### config.mk
export PLATFORM = sky130hd
export DESIGN_NAME = decodeFrontEnd
export DESIGN_NICKNAME = d
export VERILOG_FILES = /design/src/source/rvIsaPkg.sv /design/src/source/frontEndPkg.sv /design/src/source/decodeFrontEnd.sv /design/src/source/fetchUnit.sv /design/src/source/instDecoder.sv /design/src/source/instQueue.sv
export SDC_FILE = /design/constraint.sdc
export NUM_CORES = 1
export LEC_CHECK = 0
export ABC_AREA = 0
export BUFFER_PORTS_ARGS = -buffer_cell sky130_fd_sc_hd__buf_4
export CAP_MARGIN = 20
export CORE_MARGIN = 2
export CORE_UTILIZATION = 60
export DETAILED_ROUTE_END_ITERATION = 10
export GPL_TIMING_DRIVEN = 0
export PLACE_DENSITY = 0.86
export SLEW_MARGIN = 20
export SYNTH_ARGS = -nofsm -noshare
export SYNTH_HDL_FRONTEND = slang
export SYNTH_SLANG_ARGS = --single-unit
export TNS_END_PERCENT = 1
### constraint.sdc
create_clock -name clk -period 10.2 [get_ports clk]
set_input_delay 0 -clock clk [delete_from_list [all_inputs] [get_ports clk]]
set_output_delay 0 -clock clk [all_outputs]
set_load 0.02 [all_outputs]
### src/source/rvIsaPkg.sv
`default_nettype none

package rvIsaPkg;

    // ####################
    // Field widths
    // ####################
    localparam int XLEN      = 32;
    localparam int REG_IDX_W = 5;
    localparam int FUNCT3_W  = 3;
    localparam int OPCODE_W  = 7;

    localparam logic [XLEN-1:0] INST_BYTES = 4; // Fixed 32-bit encoding, no RVC

    // ####################
    // Major opcodes
    // ####################
    typedef enum logic [OPCODE_W-1:0] {
        LOAD   = 7'b0000011,
        STORE  = 7'b0100011,
        BRANCH = 7'b1100011,
        OP     = 7'b0110011,
        OP_IMM = 7'b0010011,
        JAL    = 7'b1101111,
        JALR   = 7'b1100111,
        LUI    = 7'b0110111,
        AUIPC  = 7'b0010111,
        SYSTEM = 7'b1110011
    } opcodeT;

    // Instruction formats, ILLEGAL_TYPE marks anything outside RV32I
    typedef enum logic [2:0] {
        R_TYPE,
        I_TYPE,
        S_TYPE,
        B_TYPE,
        U_TYPE,
        J_TYPE,
        ILLEGAL_TYPE
    } instTypeT;

endpackage

`default_nettype wire
### src/source/frontEndPkg.sv
`default_nettype none

package frontEndPkg;

    // ####################
    // Queue sizing
    // ####################
    localparam int QUEUE_DEPTH = 4;
    localparam int QUEUE_PTR_W = $clog2(QUEUE_DEPTH);
    localparam int QUEUE_CNT_W = $clog2(QUEUE_DEPTH + 1); // Count must reach QUEUE_DEPTH

    // One fetched word together with the address it came from
    typedef struct packed {
        logic [rvIsaPkg::XLEN-1:0] pc;
        logic [rvIsaPkg::XLEN-1:0] inst;
    } fetchEntryT;

    // ####################
    // Decoder result
    // ####################
    typedef struct packed {
        logic [rvIsaPkg::XLEN-1:0]      pc;
        rvIsaPkg::opcodeT               opcode;   // Raw bits, may hold an unknown value
        rvIsaPkg::instTypeT             instType;
        logic [rvIsaPkg::REG_IDX_W-1:0] rs1;
        logic [rvIsaPkg::REG_IDX_W-1:0] rs2;
        logic [rvIsaPkg::REG_IDX_W-1:0] rd;
        logic [rvIsaPkg::FUNCT3_W-1:0]  funct3;
        logic [rvIsaPkg::XLEN-1:0]      imm;
        logic                           regWrite;
        logic                           memWrite;
        logic                           memRead;
        logic                           jump;
        logic                           illegal;
    } decodedInstT;

endpackage

`default_nettype wire

### src/source/decodeFrontEnd.sv
`default_nettype none

module decodeFrontEnd (
    input  wire logic                      clk,
    input  wire logic                      rst,
    input  wire logic                      start,
    input  wire logic [rvIsaPkg::XLEN-1:0] startPc,
    input  wire logic                      fetchEnable,
    output logic                           memReq,
    output logic      [rvIsaPkg::XLEN-1:0] memAddr,
    input  wire logic [rvIsaPkg::XLEN-1:0] memData,
    input  wire logic                      consumeEnable,
    output logic                           outStrobe,
    output frontEndPkg::decodedInstT       outInst
);

    logic                    almostFull;
    logic                    push;
    frontEndPkg::fetchEntryT pushEntry;
    logic                    pop;
    logic                    empty;
    frontEndPkg::fetchEntryT headEntry;

    // ####################
    // Fetch, queue, decode
    // ####################
    fetchUnit uFetch (
        .clk        (clk),
        .rst        (rst),
        .start      (start),
        .startPc    (startPc),
        .fetchEnable(fetchEnable),
        .almostFull (almostFull),
        .memReq     (memReq),
        .memAddr    (memAddr),
        .memData    (memData),
        .push       (push),
        .pushEntry  (pushEntry)
    );

    instQueue uQueue (
        .clk       (clk),
        .rst       (rst),
        .flush     (start), // A new start empties the queue
        .push      (push),
        .pushEntry (pushEntry),
        .pop       (pop),
        .headEntry (headEntry),
        .empty     (empty),
        .almostFull(almostFull)
    );

    instDecoder uDecoder (
        .clk          (clk),
        .rst          (rst),
        .flush        (start),
        .consumeEnable(consumeEnable),
        .empty        (empty),
        .headEntry    (headEntry),
        .pop          (pop),
        .outStrobe    (outStrobe),
        .outInst      (outInst)
    );

endmodule

`default_nettype wire

### src/source/fetchUnit.sv
`default_nettype none

module fetchUnit (
    input  wire logic                      clk,
    input  wire logic                      rst,
    input  wire logic                      start,
    input  wire logic [rvIsaPkg::XLEN-1:0] startPc,
    input  wire logic                      fetchEnable,
    input  wire logic                      almostFull,
    output logic                           memReq,
    output logic      [rvIsaPkg::XLEN-1:0] memAddr,
    input  wire logic [rvIsaPkg::XLEN-1:0] memData,
    output logic                           push,
    output frontEndPkg::fetchEntryT        pushEntry
);

    logic [rvIsaPkg::XLEN-1:0] pc;
    logic                      started;   // Nothing is fetched before the first start
    logic                      pending;   // A read issued last cycle returns now
    logic [rvIsaPkg::XLEN-1:0] pendingPc;

    // No request on the start cycle while pc still holds the old sequence
    assign memReq  = started && fetchEnable && !almostFull && !start;
    assign memAddr = pc;

    // A start drops the word that returns this cycle
    assign push           = pending && !start;
    assign pushEntry.pc   = pendingPc;
    assign pushEntry.inst = memData;

    always_ff @(posedge clk) begin
        if (rst) begin
            pc      <= '0;
            started <= 1'b0;
            pending <= 1'b0;
        end else if (start) begin
            pc      <= startPc;
            started <= 1'b1;
            pending <= 1'b0;
        end else begin
            pending <= memReq;
            if (memReq) begin
                pc <= pc + rvIsaPkg::INST_BYTES;
            end
        end
    end

    always_ff @(posedge clk) begin
        if (memReq) begin
            pendingPc <= pc;
        end
    end

endmodule

`default_nettype wire

### src/source/instDecoder.sv
`default_nettype none

module instDecoder (
    input  wire logic                    clk,
    input  wire logic                    rst,
    input  wire logic                    flush,
    input  wire logic                    consumeEnable,
    input  wire logic                    empty,
    input  wire frontEndPkg::fetchEntryT headEntry,
    output logic                         pop,
    output logic                         outStrobe,
    output frontEndPkg::decodedInstT     outInst
);

    logic [rvIsaPkg::XLEN-1:0] inst;
    rvIsaPkg::opcodeT          opc;
    rvIsaPkg::instTypeT        fmt;
    logic [rvIsaPkg::XLEN-1:0] imm;
    frontEndPkg::decodedInstT  decoded;

    assign inst = headEntry.inst;
    assign opc  = rvIsaPkg::opcodeT'(inst[6:0]);

    // Head is read in the same cycle it is popped
    assign pop = !empty && consumeEnable && !flush;

    // ####################
    // Format lookup
    // ####################
    always_comb begin
        case (opc)
            rvIsaPkg::OP: begin
                fmt = rvIsaPkg::R_TYPE;
            end
            rvIsaPkg::LOAD, rvIsaPkg::OP_IMM, rvIsaPkg::JALR, rvIsaPkg::SYSTEM: begin
                fmt = rvIsaPkg::I_TYPE;
            end
            rvIsaPkg::STORE: begin
                fmt = rvIsaPkg::S_TYPE;
            end
            rvIsaPkg::BRANCH: begin
                fmt = rvIsaPkg::B_TYPE;
            end
            rvIsaPkg::LUI, rvIsaPkg::AUIPC: begin
                fmt = rvIsaPkg::U_TYPE;
            end
            rvIsaPkg::JAL: begin
                fmt = rvIsaPkg::J_TYPE;
            end
            default: begin
                fmt = rvIsaPkg::ILLEGAL_TYPE;
            end
        endcase
    end

    // Immediates, sign bit is always inst[31]
    always_comb begin
        case (fmt)
            rvIsaPkg::I_TYPE: imm = {{20{inst[31]}}, inst[31:20]};
            rvIsaPkg::S_TYPE: imm = {{20{inst[31]}}, inst[31:25], inst[11:7]};
            rvIsaPkg::B_TYPE: imm = {{20{inst[31]}}, inst[7], inst[30:25], inst[11:8], 1'b0};
            rvIsaPkg::U_TYPE: imm = {inst[31:12], 12'b0};
            rvIsaPkg::J_TYPE: imm = {{12{inst[31]}}, inst[19:12], inst[20], inst[30:21], 1'b0};
            default:          imm = '0; // R and illegal carry no immediate
        endcase
    end

    // ####################
    // Fields and flags
    // ####################
    always_comb begin
        decoded.pc       = headEntry.pc;
        decoded.opcode   = opc;
        decoded.instType = fmt;
        decoded.rs1      = inst[19:15];
        decoded.rs2      = inst[24:20];
        decoded.rd       = (fmt == rvIsaPkg::S_TYPE || fmt == rvIsaPkg::B_TYPE) ? '0 : inst[11:7];
        decoded.funct3   = (fmt == rvIsaPkg::U_TYPE || fmt == rvIsaPkg::J_TYPE) ? '0 : inst[14:12];
        decoded.imm      = imm;
        decoded.regWrite = fmt inside {rvIsaPkg::R_TYPE, rvIsaPkg::I_TYPE,
                                       rvIsaPkg::U_TYPE, rvIsaPkg::J_TYPE};
        decoded.memWrite = opc == rvIsaPkg::STORE;
        decoded.memRead  = opc == rvIsaPkg::LOAD;
        decoded.jump     = opc == rvIsaPkg::JAL || opc == rvIsaPkg::JALR;
        decoded.illegal  = fmt == rvIsaPkg::ILLEGAL_TYPE; // Opcode compares above keep flags low
    end

    always_ff @(posedge clk) begin
        if (rst) begin
            outStrobe <= 1'b0;
        end else begin
            outStrobe <= pop; // Low after a flush cycle since pop is held off there
        end
    end

    always_ff @(posedge clk) begin
        if (pop) begin
            outInst <= decoded;
        end
    end

    // The pc comes all the way from fetch through the queue
    pcAligned: assert property (
        @(posedge clk) disable iff (rst) outStrobe |-> outInst.pc[1:0] == 2'b00
    ) else $error("outInst.pc not word aligned: %h", outInst.pc);

endmodule

`default_nettype wire

### src/source/instQueue.sv
`default_nettype none

module instQueue (
    input  wire logic                    clk,
    input  wire logic                    rst,
    input  wire logic                    flush,
    input  wire logic                    push,
    input  wire frontEndPkg::fetchEntryT pushEntry,
    input  wire logic                    pop,
    output frontEndPkg::fetchEntryT      headEntry,
    output logic                         empty,
    output logic                         almostFull
);

    frontEndPkg::fetchEntryT             entries [frontEndPkg::QUEUE_DEPTH];
    logic [frontEndPkg::QUEUE_PTR_W-1:0] wrPtr;
    logic [frontEndPkg::QUEUE_PTR_W-1:0] rdPtr;
    logic [frontEndPkg::QUEUE_CNT_W-1:0] count;
    logic                                full;

    function automatic logic [frontEndPkg::QUEUE_PTR_W-1:0] nextPtr(
        input logic [frontEndPkg::QUEUE_PTR_W-1:0] ptr
    );
        if (int'(ptr) == frontEndPkg::QUEUE_DEPTH - 1) begin
            return '0;
        end
        return ptr + 1'b1;
    endfunction

    assign empty      = count == '0;
    assign full       = count == frontEndPkg::QUEUE_DEPTH;
    assign almostFull = count >= frontEndPkg::QUEUE_DEPTH - 1; // One slot kept for the read in flight
    assign headEntry  = entries[rdPtr];

    // ####################
    // Pointers and count
    // ####################
    always_ff @(posedge clk) begin
        if (rst || flush) begin
            wrPtr <= '0;
            rdPtr <= '0;
            count <= '0;
        end else begin
            if (push) begin
                wrPtr <= nextPtr(wrPtr);
            end
            if (pop) begin
                rdPtr <= nextPtr(rdPtr);
            end
            case ({push, pop})
                2'b10:   count <= count + 1'b1;
                2'b01:   count <= count - 1'b1;
                default: count <= count; // Both or neither leave the level alone
            endcase
        end
    end

    always_ff @(posedge clk) begin
        if (push) begin
            entries[wrPtr] <= pushEntry;
        end
    end

    // Overflow would mean the almostFull margin did not hold against fetch
    noPushWhenFull: assert property (
        @(posedge clk) disable iff (rst) !(push && full)
    ) else $error("push into a full queue");

    noPopWhenEmpty: assert property (
        @(posedge clk) disable iff (rst) !(pop && empty)
    ) else $error("pop from an empty queue");

endmodule

`default_nettype wire

==> results.yml, run 1 <==
yosys:
  synth_top_family_by_area: "multiplexers"
  synth_nets: 958
  yosysMostFrequentCell: "edfxtp_1"
  synth_area_sq_um: 16300
  synth_top_area_share_pct: 70.9
  synthXorXnorAreaFrac_pct: 0.859
  synthMuxAreaShare_pct: 9.27
  yosys.area.top_type: "edfxtp_1"
  yosysSeqAreaShare_pct: 76.3
  synth_compound_area_share_pct: 4.60
  synth_warnings: 0
  synth.distinct_cells: 62
  syn_area_per_cell_sq_um: 18.6
  ys_ff_latch: 429
  synth_fa_ha_area_share_pct: 0.890
  syn_inst: 878
  synth-edff-count: 385
  async_reset_ff_share_pct: 0
  synthFlopType: "edfxtp_1"
  ys_top_cells_by_area: "edfxtp_1 (71%), mux4_2 (8.8%), dfxtp_1 (5.4%)"
  synthTopCellsByCount: "edfxtp_1 (385), mux4_2 (64), dfxtp_1 (44), nor2_1 (44), nand2_1 (29)"
  synth-simple-area-share_pct: 6.39
power:
  p_sw_share_pct: 19.3
  ir_drop_mv: 0.145
  internal-power_mw: 2.91
  sequentialPowerShare_pct: 53.9
  p_leak_nw: 6.93
  combPwrFrac_pct: 3.3
  power.switching_mw: 0.697
  clkPwrFrac_pct: 42.9
  pwr_density_cell_nw_per_um2: 176
global_routing:
  grt_overflow: 0
  antenna_found_initial: 0
  use_met2_pct: 44.3
  grt_use_met3_pct: 5.14
  grt_util_met1_pct: 31.5
  grt_pass1_wl_um: 54200
  grt-busiest-layer: "met2"
  grt.total_usage_pct: 25.0
  grt_pass1_vias: 9637
  grt_max_degree: 66
cts:
  cts_htree_levels: 2
  clockRootBuffer: "clkbuf_16"
  clk_pin_slew_worst_paths_ns: 0.06
  cts_resized: 0
  cts-buffers-inserted: 42
  clk_latency_ns: 0.53
  clock_tree.buffer_depth: 3
  post_cts_buffers: 0
  cts_tree: "yes"
  clock-sinks: 429
  cts_hold_buf: 68
final_layout:
  num_antenna_cells: 0
  syn_to_final_growth_pct: 25.4
  fin_nets: 1274
  layout-drive-gt1-share_pct: 30.1
floorplan:
  dieArea_sq_um: 28500
  num_rows: 60
  die_height_um: 169
  core_sq_um: 26800
  start_util_pct: 60.9
  fp.dieW_um: 169
  io_pins: 200
min_path:
  holdPathStages: 2
  hp-class: "in -> reg"
timing:
  tns_ns: 0
  timing.final.crit_share_pct: 36.9
  min_period_ns: 3.76
  finalHoldViolCount: 0
  final_max_slew_viol_count: 0
  rsz0062_at_grt: "no"
  setup_viol: 0
  worstMarginPinSlew_ns: 0.820
  timing.fmax_mhz: 266
  fin_skew_ns: 0.0172
  finalWorstSetupSlack_ns: 6.44
  slew_headroom_pct: 45.3
flow_run:
  cap_violations: 0
setup_path:
  r2r_cells: 11
  cp_data_required_time_ns: 10.48
  worstSetupPathType: "reg -> reg"
  critPathMaxFanout: 10
  crit_arrival_ns: 4.04
  cp-end-kind: "flip-flop"
  critPathLaunchType: "flip-flop"
  r2r_setup_slack_ns: 6.44
routing:
  routed-via-count: 9583
  ant_nets: 0
  drc: 0
  avgRoutedWirePerCell_um: 22.9
  vias_per_cell: 6.12
  wl_um: 35900
  drt_iter0_drc: 925
  drt_pass1_iterations: 5
placed_design:
  io_buffers: 198
  dp_hpwl_um: 21600
  gp_congestion: 0.893
  pre_cts_ws_ns: 6.54
outcome:
  outcome: "complete, no violations"
layout make-up:
class	instances	area, sq um
sequential	429	12400
fill	1465	6340
multi-input combinational	387	3620
timing repair buffer	272	2300
clock buffer	49	1110
tap	341	427
clock inverter	27	278
buffer	45	216
inverter	17	63.8
registers in the layout, summed over array words and instances, names as in the netlist, 2 cells and up, named ones only:
name / flops
uFetch.memAddr: 32
uDecoder.outInst: 97
uFetch.pendingPc: 32
uQueue.count: 3
uQueue.entries: 256
uQueue.wrPtr: 2
uQueue.rdPtr: 2
cells by family (layout without fill, tap and decap cells):
logic type	Yosys count	count (layout)
AO/OA/AOI/OAI	102	102
XOR/XNOR	16	16
adder cells (fa/ha/maj)	11	11
buffers and inverters	62	410
flip-flops	429	429
multiplexers	71	71
AND/OR/NAND/NOR	187	187
power by group through the flow:
stage,sequential [mW],combinational (mW),clock (mW)
6_report,1.94,0.118,1.55
5_1_grt,1.94,0.124,1.63
4_1_cts,1.94,0.114,1.56
3_5_place_dp,1.98,0.0912,0
3_3_place_gp,1.98,0.0869,0
2_1_floorplan,1.98,0.0298,0
layout by cell type, fill, tap and decap left out, types with 5 or more instances in the layout:
cell type      instances
and2_1                13
inv_1                 17
dfxtp_1               44
mux4_2                64
o211ai_1               5
bufinv_16              6
nor3_1                 5
xnor2_1               13
clkinv_1              11
buf_2                 17
clkbuf_1              25
a211oi_1               9
o31ai_1               13
buf_4                199
ha_1                  10
mux2i_1                7
a21oi_1               22
clkinv_2               8
or4_1                 14
nand2_1               29
nand3_1               20
nor2b_1               12
clkbuf_16             43
nand4_1               10
a21o_1                12
edfxtp_1             385
nor2_1                43
or3_1                  6
a311oi_1              17
dlygate4sd3_1         68
o21ai_0                8
metal layers:
| metal | vias up | wire length [um] |
|---|---|---|
| met4 | 0 | 957 |
| met5 | - | 0 |
| met1 | 4825 | 13700 |
| li1 | 4168 | - |
| met2 | 497 | 18400 |
| met3 | 93 | 2780 |
per-stage QoR:
step	std cells	power, mW	cell area (sq um)	hold slack, ns	util, %
finish	1567	3.60	20500	0.187	76.3
global route	1567	3.69	20500	0.184	76.3
CTS	1567	3.61	20500	0.175	76.3
detailed placement	1423	2.07	18400	0.202	68.6
global placement	1417	2.06	18200	0.200	68.0
floorplan	878	2.01	16300	0.0989	-
path summary, 6_finish.rpt:
check,start,end
worst max register to register,flip-flop,uDecoder.outInst[32]
worst min register to register,uFetch.pendingPc[17],uQueue.entries[2][49]
worst max-delay path,flip-flop,uDecoder.outInst[32]
worst min-delay path,consumeEnable,uDecoder.outInst[85]
critical path, cell delays in order (launching register included):
cell      delay, ns
dfxtp_1        0.32
buf_6          0.18
mux4_2         0.61
nor4bb_1       0.27
buf_2          0.24
nand2_1        0.29
ha_1           0.48
and4bb_2       0.26
a21oi_1        0.36
o31ai_2        0.17
buf_6          0.19
a21o_1         0.16
Note: power is estimated with default switching activity, not from simulation.
==> run 2, diff against run 1 <==
--- a/config.mk
+++ b/config.mk
@@ -9,10 +9,10 @@
 export BUFFER_PORTS_ARGS = -buffer_cell sky130_fd_sc_hd__buf_4
 export CAP_MARGIN = 20
 export CORE_MARGIN = 2
-export CORE_UTILIZATION = 60
+export CORE_UTILIZATION = 58
 export DETAILED_ROUTE_END_ITERATION = 10
 export GPL_TIMING_DRIVEN = 0
-export PLACE_DENSITY = 0.86
+export PLACE_DENSITY = 0.84
 export SLEW_MARGIN = 20
 export SYNTH_ARGS = -nofsm -noshare
 export SYNTH_HDL_FRONTEND = slang
==> constraint.sdc (replaced) <==
create_clock -name clk -period 3.5 [get_ports clk]
set_input_delay 0 -clock clk [delete_from_list [all_inputs] [get_ports clk]]
set_output_delay 0 -clock clk [all_outputs]
set_load 0.02 [all_outputs]
==> results.yml, run 2 (synthesis results as in run 1) <==
outcome:
  outcome: "complete, no violations"
cts:
  clk_pin_slew_worst_paths_ns: 0.06
  cts_tree: "yes"
  clock-sinks: 429
  clk_latency_ns: 0.53
  clockRootBuffer: "clkbuf_16"
  clock_tree.buffer_depth: 3
  cts-buffers-inserted: 42
  cts_htree_levels: 2
floorplan:
  io_pins: 200
  core_sq_um: 27700
  start_util_pct: 58.9
  die_height_um: 172
  dieArea_sq_um: 29500
  num_rows: 61
  fp.dieW_um: 172
setup_path:
  cp-endpoint: "uDecoder.outInst[27]"
  worstSetupPathType: "reg -> reg"
  crit_arrival_ns: 3.66
  r2r_cells: 12
  critPathLaunchType: "flip-flop"
  regToRegEndpoint: "uDecoder.outInst[27]"
  cp_data_required_time_ns: 3.77
  critPathMaxFanout: 10
  cp-end-kind: "flip-flop"
  r2r_setup_slack_ns: 0.11
timing:
  worstMarginPinSlew_ns: 0.818
  final_max_slew_viol_count: 0
  fin_skew_ns: 0.0336
  slew_headroom_pct: 45.5
  setup_viol: 0
  finalHoldViolCount: 0
  min_period_ns: 3.39
  whs_ns: 0.187
  timing.fmax_mhz: 295
  timing.final.crit_share_pct: 96.8
routing:
  drc: 0
  ant_nets: 0
  drt_pass1_iterations: 7
  vias_per_cell: 5.81
  wl_met2_um: 17800
  routed-via-count: 9313
  drt_iter0_drc: 987
  wl_um: 34700
  top_layer: "met4"
  avgRoutedWirePerCell_um: 21.6
  wl_met1_um: 13300
  met3WireLength_um: 2750
min_path:
  hp-class: "in -> reg"
power:
  sequentialPowerShare_pct: 54.8
  internal-power_mw: 8.30
  combPwrFrac_pct: 3.3
  clkPwrFrac_pct: 41.9
  pwr_density_cell_nw_per_um2: 503
  power.switching_mw: 2.01
  ir_drop_mv: 0.477
  p_sw_share_pct: 19.5
  p_leak_nw: 6.91
placed_design:
  io_buffers: 198
  gp_congestion: 0.890
  placedInstanceArea_sq_um: 18400
  dp_hpwl_um: 20800
flow_run:
  cap_violations: 0
final_layout:
  layout-drive-gt1-share_pct: 30.4
  multi_input_area_sq_um: 3660
  mostFrequentLayoutCells: "edfxtp_1 (385), buf_4 (201), dlygate4sd3_1 (67)"
  fill_cells: 1612
  top_regs: "uQueue.entries: 256 flops, uDecoder.outInst: 97 flops"
  fin_nets: 1275
  syn_to_final_growth_pct: 25.6
  largest-register: "uQueue.entries"
  final_common_cell: "edfxtp_1"
  largest_reg_flops: 256
  num_antenna_cells: 0
  final_area_sq_um: 20500
  regArea_sq_um: 12400
global_routing:
  grt_overflow: 0
  grt_max_degree: 59
  grt_pass1_vias: 9222
  grt.total_usage_pct: 23.7
  antenna_found_initial: 0
  grt_pass1_wl_um: 52500
==> run 2: timing repair <==
item | in CTS | in global routing
gates resized for setup | 4 | 8
hold endpoints to repair | 161 | 0
hold buffers | 67 | 0
setup buffers | 0 | 2
setup endpoints to repair | 11 | 21
==> run 2: critical path, cell delays in order (launching register included) <==
cell and delay (ns):
dfxtp_1 0.34, buf_8 0.17, mux4_2 0.57, buf_2 0.21, and4b_1 0.19, o21ba_2 0.23
clkbuf_4 0.21, ha_4 0.31, and4bb_2 0.26, a21oi_4 0.21, o31ai_4 0.10, buf_6 0.20
a21o_1 0.16
==> run 2: metrics by stage <==
stage | total power [mW] | TNS [ns] | cells | utilization (%) | setup WS [ns]
after floorplan | 5.86 | 0 | 878 | - | 0.281
after detailed placement | 6.02 | -1.86 | 1460 | 66.6 | -0.193
final | 10.3 | 0 | 1603 | 74.0 | 0.113
after global placement | 6.01 | -98.62 | 1454 | 66.0 | -0.710
after CTS | 10.4 | 0 | 1601 | 73.8 | 0.0206
after global routing | 10.6 | -0.0111 | 1603 | 74.0 | -0.00559
==> run 2: area by class of cell <==
type	count	area share, %
Buffer	45	1.11
Clock buffer	49	5.36
Clock inverter	25	1.06
Inverter	17	0.311
Multi-Input combinational cell	387	17.9
Sequential cell	429	60.7
Tap cell	378	2.31
Timing Repair Buffer	273	11.3
==> run 2: power by group through the flow <==
stage / registers, mW / clock network (mW) / logic (mW)
floorplan: 5.77 / 0 / 0.0869
finish: 5.65 / 4.32 / 0.341
CTS: 5.65 / 4.40 / 0.334
global route: 5.65 / 4.59 / 0.364
global placement: 5.75 / 0 / 0.254
detailed placement: 5.76 / 0 / 0.267
==> run 2: worst min path at each step <==
stage	endpoint	cells after the start	slack [ns]	startpoint
floorplan	uQueue.entries[0][0]	0	0.1	memData[0]
global placement	uQueue.entries[2][13]	1	0.20	memData[13]
detailed placement	uQueue.entries[0][11]	1	0.20	memData[11]
CTS	uDecoder.outInst[84]	2	0.20	consumeEnable
global route	uDecoder.outInst[84]	2	0.21	consumeEnable
finish	uDecoder.outInst[84]	2	0.19	consumeEnable
==> run 2: per-layer routing <==
| metal | vias to the layer above | global-route usage (%) |
|---|---|---|
| met3 | 72 | 5.43 |
| met5 | - | 0 |
| met4 | 0 | 6.48 |
| met1 | 4599 | 29.9 |
| li1 | 4166 | - |
| met2 | 476 | 41.7 |
==> run 3, diff against run 2 <==
--- a/config.mk
+++ b/config.mk
@@ -6,13 +6,13 @@
 export NUM_CORES = 1
 export LEC_CHECK = 0
 export ABC_AREA = 0
-export BUFFER_PORTS_ARGS = -buffer_cell sky130_fd_sc_hd__buf_4
 export CAP_MARGIN = 20
 export CORE_MARGIN = 2
-export CORE_UTILIZATION = 58
+export CORE_UTILIZATION = 60
 export DETAILED_ROUTE_END_ITERATION = 10
+export DONT_BUFFER_PORTS = 1
 export GPL_TIMING_DRIVEN = 0
-export PLACE_DENSITY = 0.84
+export PLACE_DENSITY = 0.8
 export SLEW_MARGIN = 20
 export SYNTH_ARGS = -nofsm -noshare
 export SYNTH_HDL_FRONTEND = slang
==> constraint.sdc (replaced) <==
create_clock -name clk -period 3.5 [get_ports clk]
set_input_delay 0 -clock clk [delete_from_list [all_inputs] [get_ports clk]]
set_output_delay 0 -clock clk [all_outputs]
set_load 0.01 [all_outputs]
==> results.yml, run 3 (synthesis results as in run 1) <==
routing:
  avgRoutedWirePerCell_um: 23.3
  ant_nets: 0
  drt_pass1_iterations: 5
  wl_um: 32000
  drc: 0
  routed-via-count: 8499
  drt_iter0_drc: 858
  vias_per_cell: 6.18
cts:
  clk_latency_ns: 0.54
  clk_pin_slew_worst_paths_ns: 0.06
  clock-sinks: 429
  cts_tree: "yes"
  clock_tree.buffer_depth: 3
  cts-buffers-inserted: 42
  cts_htree_levels: 2
  clockRootBuffer: "clkbuf_16"
setup_path:
  cp-end-kind: "flip-flop"
  critPathTopFamily: "buffers and inverters"
  path_buf_inv: 4
  critical-path-slowest-cell: "mux4_2"
  cp_data_required_time_ns: 3.78
  critPathLaunchType: "flip-flop"
  worstSetupPathType: "reg -> reg"
  path_cells: "buf_8 > mux4_2 > buf_2 > and4b_1 > o21ba_2 > clkbuf_4 > ha_4 > and4bb_2 > a21oi_4 > o31ai_4 > buf_6 > a21o_1"
  critPathMaxFanout: 10
  max_stage_delay_ns: 0.58
  r2r_setup_slack_ns: 0.08
  crit_arrival_ns: 3.70
global_routing:
  grt_util_met1_pct: 30.9
  use_met2_pct: 36.7
  grt_max_degree: 59
  grt-busiest-layer: "met2"
  antenna_found_initial: 1
  grt_use_met3_pct: 6.27
  grt_pass1_vias: 8455
  grt_pass1_wl_um: 49200
  grt.total_usage_pct: 22.8
  grt_overflow: 0
final_layout:
  final_common_cell: "edfxtp_1"
  largest_reg_flops: 256
  layout-drive-gt1-share_pct: 16.3
  final_area_sq_um: 19000
  fill_cells: 1616
  top_regs: "uQueue.entries: 256 flops, uDecoder.outInst: 97 flops"
  mostFrequentLayoutCells: "edfxtp_1 (385), dlygate4sd3_1 (76), mux4_2 (64)"
  largest-register: "uQueue.entries"
  fin_nets: 1085
  num_antenna_cells: 0
  syn_to_final_growth_pct: 16.5
  fin_cells: 1376
timing:
  final_max_slew_viol_count: 0
  tns_ns: 0
  finalHoldViolCount: 0
  fin_skew_ns: 0.0131
  min_period_ns: 3.42
  slew_headroom_pct: 43.1
  worstMarginPinSlew_ns: 0.854
  timing.fmax_mhz: 292
  rsz0062_at_grt: "no"
  setup_viol: 0
  timing.final.crit_share_pct: 97.8
power:
  p_leak_nw: 5.97
  ir_drop_mv: 0.628
  pwr_density_cell_nw_per_um2: 526
floorplan:
  dieArea_sq_um: 28500
  fp.dieW_um: 169
  start_util_pct: 60.9
  core_sq_um: 26800
  io_pins: 200
  die_height_um: 169
  num_rows: 60
min_path:
  hp-class: "in -> reg"
placed_design:
  dp_cells: 1225
  dp_hpwl_um: 19800
  placedInstanceArea_sq_um: 16900
  gp_congestion: 0.897
  io_buffers: 0
flow_run:
  cap_violations: 0
outcome:
  outcome: "complete, no violations"
## run 3: changes by cell type in the layout (fill, tap and decap cells not counted), moves of 3 or more
cell | previous run | this run
dlygate4sd3_1 | 67 | 76
bufinv_16 | 4 | 0
buf_4 | 201 | 3
clkbuf_1 | 25 | 38
clkinv_1 | 11 | 3
clkinv_2 | 8 | 5
## run 3: power breakdown
group	total, mW	switching (mW)	internal (mW)
logic	0.209	0.106	0.103
clock network	4.12	1.74	2.37
registers	5.67	0.0751	5.59
total	10.0	1.93	8.07
## run 3: metrics by stage
stage	util (%)	hold slack (ns)	worst slack, ns	power [mW]
4_1_cts	70.8	0.0580	0.0520	10.1
5_1_grt	70.9	0.0765	0.00695	10.3
3_3_place_gp	62.5	0.0990	-0.548	5.88
6_report	70.9	0.0758	0.0777	10.0
3_5_place_dp	63.2	0.0990	-0.167	5.89
2_1_floorplan	-	0.0989	0.281	5.84
## run 3: cell type report
| class | count | area, sq um | area share [%] |
|---|---|---|---|
| multi-input combinational | 387 | 3660 | 19.3 |
| clock inverter | 9 | 43.8 | 0.231 |
| tap | 341 | 427 | 2.25 |
| clock buffer | 65 | 1210 | 6.38 |
| buffer | 45 | 226 | 1.19 |
| inverter | 17 | 63.8 | 0.336 |
| sequential | 429 | 12400 | 65.5 |
| timing repair buffer | 83 | 926 | 4.87 |
## run 3: worst paths after layout
kind | from | end | depth (start not counted)
worst max register to register | flip-flop | uDecoder.outInst[29] | 12
worst min-delay path | consumeEnable | uDecoder.outInst[85] | 1
worst max-delay path | flip-flop | uDecoder.outInst[29] | 12
worst min register to register | uFetch.pendingPc[16] | uQueue.entries[3][48] | 0
## run 3: what timing repair did
action / in CTS / in global routing
endpoints found under the setup margin: 18 / 22
hold endpoints to repair: 168 / 0
buffers inserted: 0 / 1
gates resized for setup: 5 / 7
hold buffers: 76 / 0
## run 3: per-layer routing
metal,vias up,part of all wire [%],wire length (um)
met3,62,8.8,2810
li1,3790,-,-
met1,4242,41,13000
met2,403,48,15400
met4,2,2.2,710
met5,-,0.041,13
